[config.mk]
export PLATFORM = sky130hd
export DESIGN_NAME = readout_top
export DESIGN_NICKNAME = d
export VERILOG_FILES = /design/src/logic/readout_pkg.sv /design/src/logic/ctrl_pkg.sv /design/src/logic/arb_bus_if.sv /design/src/logic/channel_fifo.sv /design/src/logic/rrp_arbiter.sv /design/src/logic/timestamp_timer.sv /design/src/logic/readout_ctrl.sv /design/src/logic/readout_top.sv
export VERILOG_INCLUDE_DIRS = /design/src /design/src/logic
export SDC_FILE = /design/constraint.sdc
export NUM_CORES = 2
export LEC_CHECK = 0
export BUFFER_PORTS_ARGS = -buffer_cell sky130_fd_sc_hd__buf_2
export CORE_MARGIN = 8
export CORE_UTILIZATION = 56
export DETAILED_ROUTE_END_ITERATION = 7
export HOLD_SLACK_MARGIN = 0.1
export PLACE_DENSITY = 0.74
export SLEW_MARGIN = 20
export SYNTH_ARGS = -nofsm -noshare
export SYNTH_HDL_FRONTEND = slang
export SYNTH_SLANG_ARGS = --single-unit
[constraint.sdc]
create_clock -name CLK -period 4.1 [get_ports CLK]
set_input_delay 0.615 -clock CLK [delete_from_list [all_inputs] [get_ports CLK]]
set_output_delay 0.615 -clock CLK [all_outputs]
set_load 0.01 [all_outputs]
[src/logic/readout_settings.svh]
// readout merger build settings
// channel count, fifo sizing, hold threshold and epoch period
// fixed at compile time, no run-time configuration
`ifndef READOUT_SETTINGS_SVH
`define READOUT_SETTINGS_SVH

// hit channels feeding the merger
`define N_CHANNELS 4

// words held by each source fifo
`define FIFO_DEPTH 16

// fill level that raises hold_req and forces priority service
// keep below FIFO_DEPTH so the channel is served before it refuses hits
`define HOLD_LEVEL 12

// cycles between two epoch words while running
`define TS_PERIOD 64

// all hit channels plus one timestamp source, which sits in the last slot
`define N_SOURCES (`N_CHANNELS + 1)

`endif

[src/logic/readout_pkg.sv]
// data path types for the readout merger
// hit payloads, epoch numbers, source tags and the tagged output word

package readout_pkg;

    // source tag in the top nibble of every output word
    typedef logic [3:0] src_tag_t;

    // timestamp source tag, hit channels use their index
    localparam src_tag_t TS_TAG = 4'hF;

    // hit as delivered by a front-end channel
    typedef struct packed {
        logic [7:0]  col;     // pixel column
        logic [7:0]  row;     // pixel row
        logic [11:0] charge;  // tot / adc value
    } hit_payload_t;

    // running epoch count from the timer, same width as a hit
    typedef logic [27:0] epoch_t;

    // merged stream word
    typedef struct packed {
        src_tag_t    tag;   // who produced it
        logic [27:0] body;  // hit or epoch, untouched
    } out_word_t;

endpackage

[src/logic/ctrl_pkg.sv]
// run control types for the readout merger
// three phases of a run, idle, taking data, and emptying the fifos

package ctrl_pkg;

    // 2-bit encoding, IDLE is the reset value
    typedef enum logic [1:0] {
        IDLE  = 2'd0,  // waiting for start
        RUN   = 2'd1,  // hits accepted, timer running
        DRAIN = 2'd2   // inputs closed, fifos emptying
    } run_state_t;

endpackage

[src/logic/arb_bus_if.sv]
// source to arbiter bus of the readout merger
// per-source request, hold, head word and grant vectors
// each source drives only its own slot

`timescale 1ns/1ps

`include "readout_settings.svh"

interface arb_bus_if import readout_pkg::*; #(
    parameter int N_SRC = `N_SOURCES
) ();

    logic [N_SRC-1:0] write_req;   // source not empty
    logic [N_SRC-1:0] hold_req;    // source at or above high-water mark
    out_word_t        data [N_SRC]; // tagged head word per source
    logic [N_SRC-1:0] read_grant;  // pop strobe back to the source

    // fifo side
    modport source (
        output write_req,
        output hold_req,
        output data,
        input  read_grant
    );

    // merger side
    modport arbiter (
        input  write_req,
        input  hold_req,
        input  data,
        output read_grant
    );

endinterface

[src/logic/channel_fifo.sv]
// source fifo of the readout merger
// circular buffer with a fill counter, one per hit channel plus one for epochs
// presents its head word with the source tag on its bus slot
// raises hold_req once the fill level reaches the high-water mark

`timescale 1ns/1ps

`include "readout_settings.svh"

module channel_fifo import readout_pkg::*; #(
    parameter type      payload_t = hit_payload_t,
    parameter src_tag_t TAG       = '0
) (
    input  logic          CLK,
    input  logic          RST,
    input  logic          wr_en,
    input  payload_t      wr_data,
    output logic          full,
    output logic          empty,
    arb_bus_if.source     bus
);

    // bus slot, epoch source lives in the last one
    localparam int SLOT  = (TAG == TS_TAG) ? `N_SOURCES - 1 : int'(TAG);
    localparam int PTR_W = $clog2(`FIFO_DEPTH);
    localparam int CNT_W = $clog2(`FIFO_DEPTH + 1);

    payload_t         mem [`FIFO_DEPTH]; // storage, no reset needed
    logic [PTR_W-1:0] wr_ptr;
    logic [PTR_W-1:0] rd_ptr;
    logic [CNT_W-1:0] count;             // words held
    logic             push;
    logic             pop;

    assign full  = (count == CNT_W'(`FIFO_DEPTH));
    assign empty = (count == '0);

    assign push = wr_en && !full;                 // refused when full
    assign pop  = bus.read_grant[SLOT] && !empty;

    // head word, tagged on the way out
    assign bus.data[SLOT]      = '{tag: TAG, body: mem[rd_ptr]};
    assign bus.write_req[SLOT] = !empty;
    assign bus.hold_req[SLOT]  = (count >= CNT_W'(`HOLD_LEVEL));

    always_ff @(posedge CLK) begin
        if (push) begin
            mem[wr_ptr] <= wr_data;
        end
    end

    always_ff @(posedge CLK) begin
        if (RST) begin
            wr_ptr <= '0;
            rd_ptr <= '0;
            count  <= '0;
        end else begin
            if (push) begin
                wr_ptr <= (wr_ptr == PTR_W'(`FIFO_DEPTH - 1)) ? '0 : wr_ptr + 1'b1;
            end
            if (pop) begin
                rd_ptr <= (rd_ptr == PTR_W'(`FIFO_DEPTH - 1)) ? '0 : rd_ptr + 1'b1;
            end
            // simultaneous push and pop keeps the level
            if (push && !pop) begin
                count <= count + 1'b1;
            end else if (pop && !push) begin
                count <= count - 1'b1;
            end
        end
    end

endmodule

[src/logic/rrp_arbiter.sv]
// round-robin merger with hold priority
// lowest source with hold_req wins, otherwise next requester after the last one
// the offered word is locked until out_ready takes it
// selection and output are combinational, pointer and lock are registered

`timescale 1ns/1ps

`include "readout_settings.svh"

module rrp_arbiter import readout_pkg::*; #(
    parameter int N_SRC = `N_SOURCES
) (
    input  logic       CLK,
    input  logic       RST,
    input  logic       out_ready,
    output logic       out_valid,
    output out_word_t  out_data,
    arb_bus_if.arbiter bus
);

    logic [N_SRC-1:0] prev_sel; // one-hot, last source offered
    logic [N_SRC-1:0] sel;      // one-hot, current choice
    logic             lock;     // word on the output, waiting for ready
    logic             any_hold;
    logic             any_req;
    logic [31:0]      data_or;

    // one-hot rotate towards higher sources, wraps to slot 0
    function automatic logic [N_SRC-1:0] rotl(input logic [N_SRC-1:0] v, input int k);
        logic [2*N_SRC-1:0] d;
        d = {v, v} << k;
        return d[2*N_SRC-1:N_SRC];
    endfunction

    assign any_hold = |bus.hold_req;
    assign any_req  = |bus.write_req;

    always_comb begin
        sel = prev_sel; // locked or nothing pending
        if (!lock && any_hold) begin
            // scan down so the lowest holder is kept
            for (int i = N_SRC - 1; i >= 0; i--) begin
                if (bus.hold_req[i]) sel = N_SRC'(1) << i;
            end
        end else if (!lock && any_req) begin
            // largest step first, smallest step with a request wins
            for (int k = N_SRC; k >= 1; k--) begin
                if (|(bus.write_req & rotl(prev_sel, k))) sel = rotl(prev_sel, k);
            end
        end
    end

    assign out_valid      = |(bus.write_req & sel);
    assign bus.read_grant = sel & {N_SRC{out_valid & out_ready}}; // pop on transfer only

    // and-or mux over the head words
    always_comb begin
        data_or = '0;
        for (int i = 0; i < N_SRC; i++) begin
            if (sel[i]) data_or = data_or | bus.data[i];
        end
    end
    assign out_data = data_or;

    always_ff @(posedge CLK) begin
        if (RST) begin
            prev_sel <= N_SRC'(1) << (N_SRC - 1); // slot 0 goes first
        end else if (any_req && !lock) begin
            prev_sel <= sel;
        end
    end

    always_ff @(posedge CLK) begin
        if (RST) begin
            lock <= 1'b0;
        end else if (out_ready) begin
            lock <= 1'b0;  // taken or nothing offered
        end else if (out_valid) begin
            lock <= 1'b1;  // stalled, keep the same word
        end
    end

endmodule

[src/logic/timestamp_timer.sv]
// epoch timer of the readout merger
// counts cycles while enabled, one ts_valid strobe every TS_PERIOD cycles
// epoch number restarts at zero with each run

`timescale 1ns/1ps

`include "readout_settings.svh"

module timestamp_timer import readout_pkg::*; (
    input  logic   CLK,
    input  logic   RST,
    input  logic   ts_en,
    output logic   ts_valid,
    output epoch_t ts_epoch
);

    localparam int CNT_W = $clog2(`TS_PERIOD);

    logic [CNT_W-1:0] cnt; // cycles into the current period

    // last cycle of the period, fifo takes the word on this edge
    assign ts_valid = ts_en && (cnt == CNT_W'(`TS_PERIOD - 1));

    always_ff @(posedge CLK) begin
        if (RST || !ts_en) begin
            cnt      <= '0;  // held clear outside a run
            ts_epoch <= '0;
        end else if (ts_valid) begin
            cnt      <= '0;
            ts_epoch <= ts_epoch + 1'b1; // next epoch number
        end else begin
            cnt <= cnt + 1'b1;
        end
    end

endmodule

[src/logic/readout_ctrl.sv]
// run control of the readout merger
// start opens the inputs and the timer, stop closes them
// then waits for every source fifo to empty and pulses done

`timescale 1ns/1ps

module readout_ctrl import ctrl_pkg::*; (
    input  logic CLK,
    input  logic RST,
    input  logic start,     // strobe, used in IDLE only
    input  logic stop,      // strobe, used in RUN only
    input  logic all_empty, // every source fifo empty
    output logic accept_en,
    output logic ts_en,
    output logic busy,
    output logic done
);

    run_state_t state;
    run_state_t state_nxt;

    always_comb begin
        state_nxt = state;
        case (state)
            IDLE:    if (start) state_nxt = RUN;
            RUN:     if (stop) state_nxt = DRAIN;
            DRAIN:   if (all_empty) state_nxt = IDLE;
            default: state_nxt = IDLE;
        endcase
    end

    always_ff @(posedge CLK) begin
        if (RST) begin
            state <= IDLE;
            done  <= 1'b0;
        end else begin
            state <= state_nxt;
            // high for the first IDLE cycle after the drain
            done  <= (state == DRAIN) && all_empty;
        end
    end

    assign accept_en = (state == RUN);
    assign ts_en     = (state == RUN);  // timer stops with the inputs
    assign busy      = (state != IDLE);

endmodule

[src/logic/readout_top.sv]
// readout merger top level
// hit channels and the epoch timer each fill a tagged fifo
// the arbiter merges all fifos into one 32-bit stream
// run control gates hit acceptance and the timer

`timescale 1ns/1ps

`include "readout_settings.svh"

module readout_top import readout_pkg::*; (
    input  logic                   CLK,
    input  logic                   RST,
    input  logic                   start,
    input  logic                   stop,
    input  logic [`N_CHANNELS-1:0] in_valid,
    input  hit_payload_t           in_data [`N_CHANNELS],
    input  logic                   out_ready,
    output logic [`N_CHANNELS-1:0] in_full,
    output logic                   out_valid,
    output out_word_t              out_data,
    output logic                   busy,
    output logic                   done
);

    logic                   accept_en;
    logic                   ts_en;
    logic                   ts_valid;
    epoch_t                 ts_epoch;
    logic [`N_CHANNELS-1:0] hit_wr;    // gated hit writes
    logic [`N_SOURCES-1:0]  src_empty; // hit fifos, epoch fifo on top
    logic                   all_empty;

    arb_bus_if #(.N_SRC(`N_SOURCES)) bus ();

    assign all_empty = &src_empty;

    readout_ctrl i_readout_ctrl (
        .CLK       (CLK),
        .RST       (RST),
        .start     (start),
        .stop      (stop),
        .all_empty (all_empty),
        .accept_en (accept_en),
        .ts_en     (ts_en),
        .busy      (busy),
        .done      (done)
    );

    timestamp_timer i_timestamp_timer (
        .CLK      (CLK),
        .RST      (RST),
        .ts_en    (ts_en),
        .ts_valid (ts_valid),
        .ts_epoch (ts_epoch)
    );

    for (genvar i = 0; i < `N_CHANNELS; i++) begin : g_hit
        assign hit_wr[i] = in_valid[i] & accept_en; // closed outside RUN

        channel_fifo #(
            .payload_t (hit_payload_t),
            .TAG       (src_tag_t'(i))
        ) i_channel_fifo (
            .CLK     (CLK),
            .RST     (RST),
            .wr_en   (hit_wr[i]),
            .wr_data (in_data[i]),
            .full    (in_full[i]),
            .empty   (src_empty[i]),
            .bus     (bus.source)
        );
    end

    // epoch words dropped when this one is full
    channel_fifo #(
        .payload_t (epoch_t),
        .TAG       (TS_TAG)
    ) i_epoch_fifo (
        .CLK     (CLK),
        .RST     (RST),
        .wr_en   (ts_valid),
        .wr_data (ts_epoch),
        .full    (),
        .empty   (src_empty[`N_SOURCES-1]),
        .bus     (bus.source)
    );

    rrp_arbiter #(.N_SRC(`N_SOURCES)) i_rrp_arbiter (
        .CLK       (CLK),
        .RST       (RST),
        .out_ready (out_ready),
        .out_valid (out_valid),
        .out_data  (out_data),
        .bus       (bus.arbiter)
    );

endmodule

==> impl_results.md <==
- DRT Pass-1 Iters: 8
- Worst path top cell family by delay: simple AND/OR/NAND/NOR gates
- Slowest cell on crit path: or4_4
- Initial Utilization: 56.35%
- Combinational group share of total power: 30.4%
- Height of the chip: 420.7 um
- Critical path cell sequence: or4_4 -> o21a_1 -> a221o_1 -> or2_4 -> a2111o_1 -> o211ai_1 -> bufinv_8 -> buf_12 -> nand2_1 -> nand4_1 -> buf_2
- Worst Hold Class: in2reg
- Via-to-Cell Ratio: 6.485
- Seq/Total Area, Yosys: 76.13%
- H-Tree Depth: 4
- Reg2reg end: i_epoch_fifo.count[4]
- Total wire length: 227,600 um
- First-pass GRT wire length: 324,900 um
- Max VDD drop: 725.8 uV
- Sw Ratio: 30.20%
- Post-synth design cell area: 91,730 um^2
- Remaining Overflow, GRT: 0
- Setup TNS Final: -23,360 ps
- Min Clock Period, post-route: 4950 ps
- Async S/R FF share, synth: 0%
- CTS clk-pin slew, worst paths: 60 ps
- P_sw: 20,630 uW
- TritonCTS Buffers: 224
- Slew Limit Fails: 0
- Clock tree buffer depth: 3
- Pwr per Cell Area: 640.3 nW/um^2
- Worst Path Max Fanout: 15
- Port Buffers: 159
- Clock power share: 30.1%
- Hold EP: g_hit[1].i_channel_fifo.wr_ptr[1]
- Residual DRC: 0
- Avg Cell Area, Syn: 22.08 um^2
- Unrepaired setup endpoints after global routing: yes
- Chip width: 420.7 um
- Vias in the first global route: 46.79k
- R2R cell count: 17
- CP Capture Type: output port
- Yosys Warn Count: 0
- # setup viols final: 37
- Hold_sp: RST
- Top post-synthesis cells by area: edfxtp_1 (73%), mux4_2 (17%), dfxtp_1 (2.8%)
- Wire length per cell: 32.22 um
- Row cnt: 148
- Die ar.: 177,000 um^2
- Clock root buffer: clkbuf_16
- DR iter-0 viols: 6,164
- Min Hold Slack: 332.5 ps
- Worst skew pair latency: 880 ps
- Failing checks: setup timing
- Largest net degree at the start of global routing: 56
- Max Cap Violations: 0
- Post-synth top area share: 73.33%
- Via count: 45.80k
- Internal power: 47,680 uW
- CP required: 3480 ps
- Synth Instances: 4,155
- Post-synth EDFFs: 2,240
- Clock sinks: 2,368
- R2R Path Start: g_hit[2].i_channel_fifo.count[1]
- Count leader, synth: edfxtp_1
- Gpl congestion: 0.9104
- Prevailing post-synth register cell: edfxtp_1
- Leak: 0.03199 uW
- Final WS setup: -850.3 ps
- I/O Pins: 160
- Relative slew slack: 27.42%
- Post-DRT Antenna Nets: 0
- Crit Path Category: reg2out
- Utilization after layout: 65.54%
- Skew final: 53.66 ps
- Initial antenna violation count: 21
- Final hold viol count: 0
- Status: complete, but fails checks
- Area growth, synth to finish: 16.31%
- Core Box Area: 162,800 um^2
- Post-synthesis cell type count: 65
- CP max stage delay: 540 ps
- Mapped Nets: 4,329
- DP Wirelength: 130,900 um
- Pwr Total: 68,310 uW
- Critical Path AT: 4340 ps
- Reg2Reg Setup Slack: -230 ps
- Fraction of layout cells with a size suffix above 1: 33.81%
- Flops & latches, synth: 2,368
- Achievable Freq: 202.0 MHz
- Worst Setup Slack post-DPL: -192.2 ps
- Most area-hungry cell type in the Yosys netlist: edfxtp_1
- Period utilisation layout: 120.7%
- Worst-Margin Slew: 1089 ps
- Crit path buf inv count: 3
- Final #Nets: 4,854
- TritonCTS clock tree: yes
- Hold depth: 2
- Tot GR Track Use: 25.47%
- Worst Setup Start Kind: flop
- Synth top cells by count: edfxtp_1 (2,240), mux4_2 (700), clkbuf_1 (142)
- Register share of total power: 39.5%
[per-layer routing]
metal	up-vias	part of all wire (%)	track usage, %
li1	18470	-	-
met2	2576	50	41.88
met1	24226	36	33.34
met5	-	0.015	0
met3	520	8.7	5.003
met4	6	5.2	11.67
[through the flow]
stage	instances	area [um^2]
after floorplan	4155	91770
after global placement	6468	96770
after detailed placement	6468	96770
after CTS	7029	106000
after global routing	7053	106700
final	7062	106700
[flip-flops by register name, indices dropped and copies added (netlist names), named ones only]
register and count:
g_hit.i_channel_fifo.wr_ptr 16, i_timestamp_timer.ts_epoch 28, i_timestamp_timer.cnt 6, i_epoch_fifo.wr_ptr 4, g_hit.i_channel_fifo.rd_ptr 16, i_rrp_arbiter.prev_sel 5
i_readout_ctrl.done 1, i_rrp_arbiter.lock 1, i_epoch_fifo.count 5, i_epoch_fifo.mem 448, i_readout_ctrl.state 2, i_epoch_fifo.rd_ptr 4
g_hit.i_channel_fifo.mem 1792, g_hit.i_channel_fifo.count 20
[kinds of logic (layout without fill, tap and decap cells)]
logic type               after synthesis  in the layout  synth area share [%]
flip-flops                          2368           2368                 76.13
multiplexers                         718            718                 17.38
AND/OR/NAND/NOR                      520            520                 2.848
buffers and inverters                251            968                 1.059
AO/OA/AOI/OAI                        185            185                 1.248
XOR/XNOR                              60             60                0.5729
adder cells (fa/ha/maj)               53             53                0.7639
other                                  0             15                     0
[how the worst max path moves through the flow]
stage                                                 from  cells past startpoint  slack, ps                                to
after floorplan           g_hit[2].i_channel_fifo.count[0]                     18        -60  g_hit[2].i_channel_fifo.count[4]
after global routing      g_hit[2].i_channel_fifo.count[1]                     11       -870                       out_data[5]
final                     g_hit[2].i_channel_fifo.count[1]                     11       -850                      out_data[22]
after global placement    g_hit[3].i_channel_fifo.count[0]                     11       -190                         out_valid
after CTS                 g_hit[2].i_channel_fifo.count[1]                     14       -710                      out_data[22]
after detailed placement  g_hit[3].i_channel_fifo.count[0]                     11       -190                         out_valid
[area by class of cell]
type	count	area, um^2
tap	2175	2721
fill	9985	56080
multi-input combinational	1536	21900
timing repair buffer	513	4672
antenna	15	37.54
clock inverter	122	1254
inverter	37	160.2
clock buffer	296	6060
sequential	2368	69880
[timing repair]
action,in CTS,in global routing
setup endpoints to repair,40,45
hold endpoints to repair,1699,0
gates cloned,6,3
resized for setup,119,97
hold buffers,115,0
pin swaps,43,41
buffers inserted,24,20
[power groups by stage]
stage	logic (uW)	registers (uW)	clock network (uW)
after floorplan	7980	27200	0
after CTS	18100	27000	20700
after global placement	14700	27400	0
after global routing	21200	27000	21700
after detailed placement	14900	27500	0
final	20800	27000	20600
[placed cells by master, fill, tap and decap left out, types with 13 or more instances in the layout]
cell type	synthesis	layout
a21oi_1	84	53
dfxtp_1	128	104
a21oi_2	0	19
nand4_1	38	38
or3_1	18	17
nor2_4	0	24
ha_1	48	41
mux4_2	700	700
buf_4	7	164
diode_2	0	15
clkinv_1	1	30
dfxtp_2	0	14
and2_2	0	48
nand2b_1	38	38
buf_12	0	50
bufinv_16	0	18
edfxtp_1	2240	2240
inv_1	36	30
dlygate4sd3_1	0	115
o21ai_0	38	27
nor2_1	139	113
buf_6	0	34
nand2_1	110	106
nor2b_1	31	13
nor3_1	24	15
clkbuf_1	142	57
xor2_1	33	33
clkinv_2	0	48
buf_2	2	143
mux2i_1	18	18
xnor2_1	27	26
clkbuf_16	0	230
nand3_1	27	25
(Power assumes the default switching activity.)
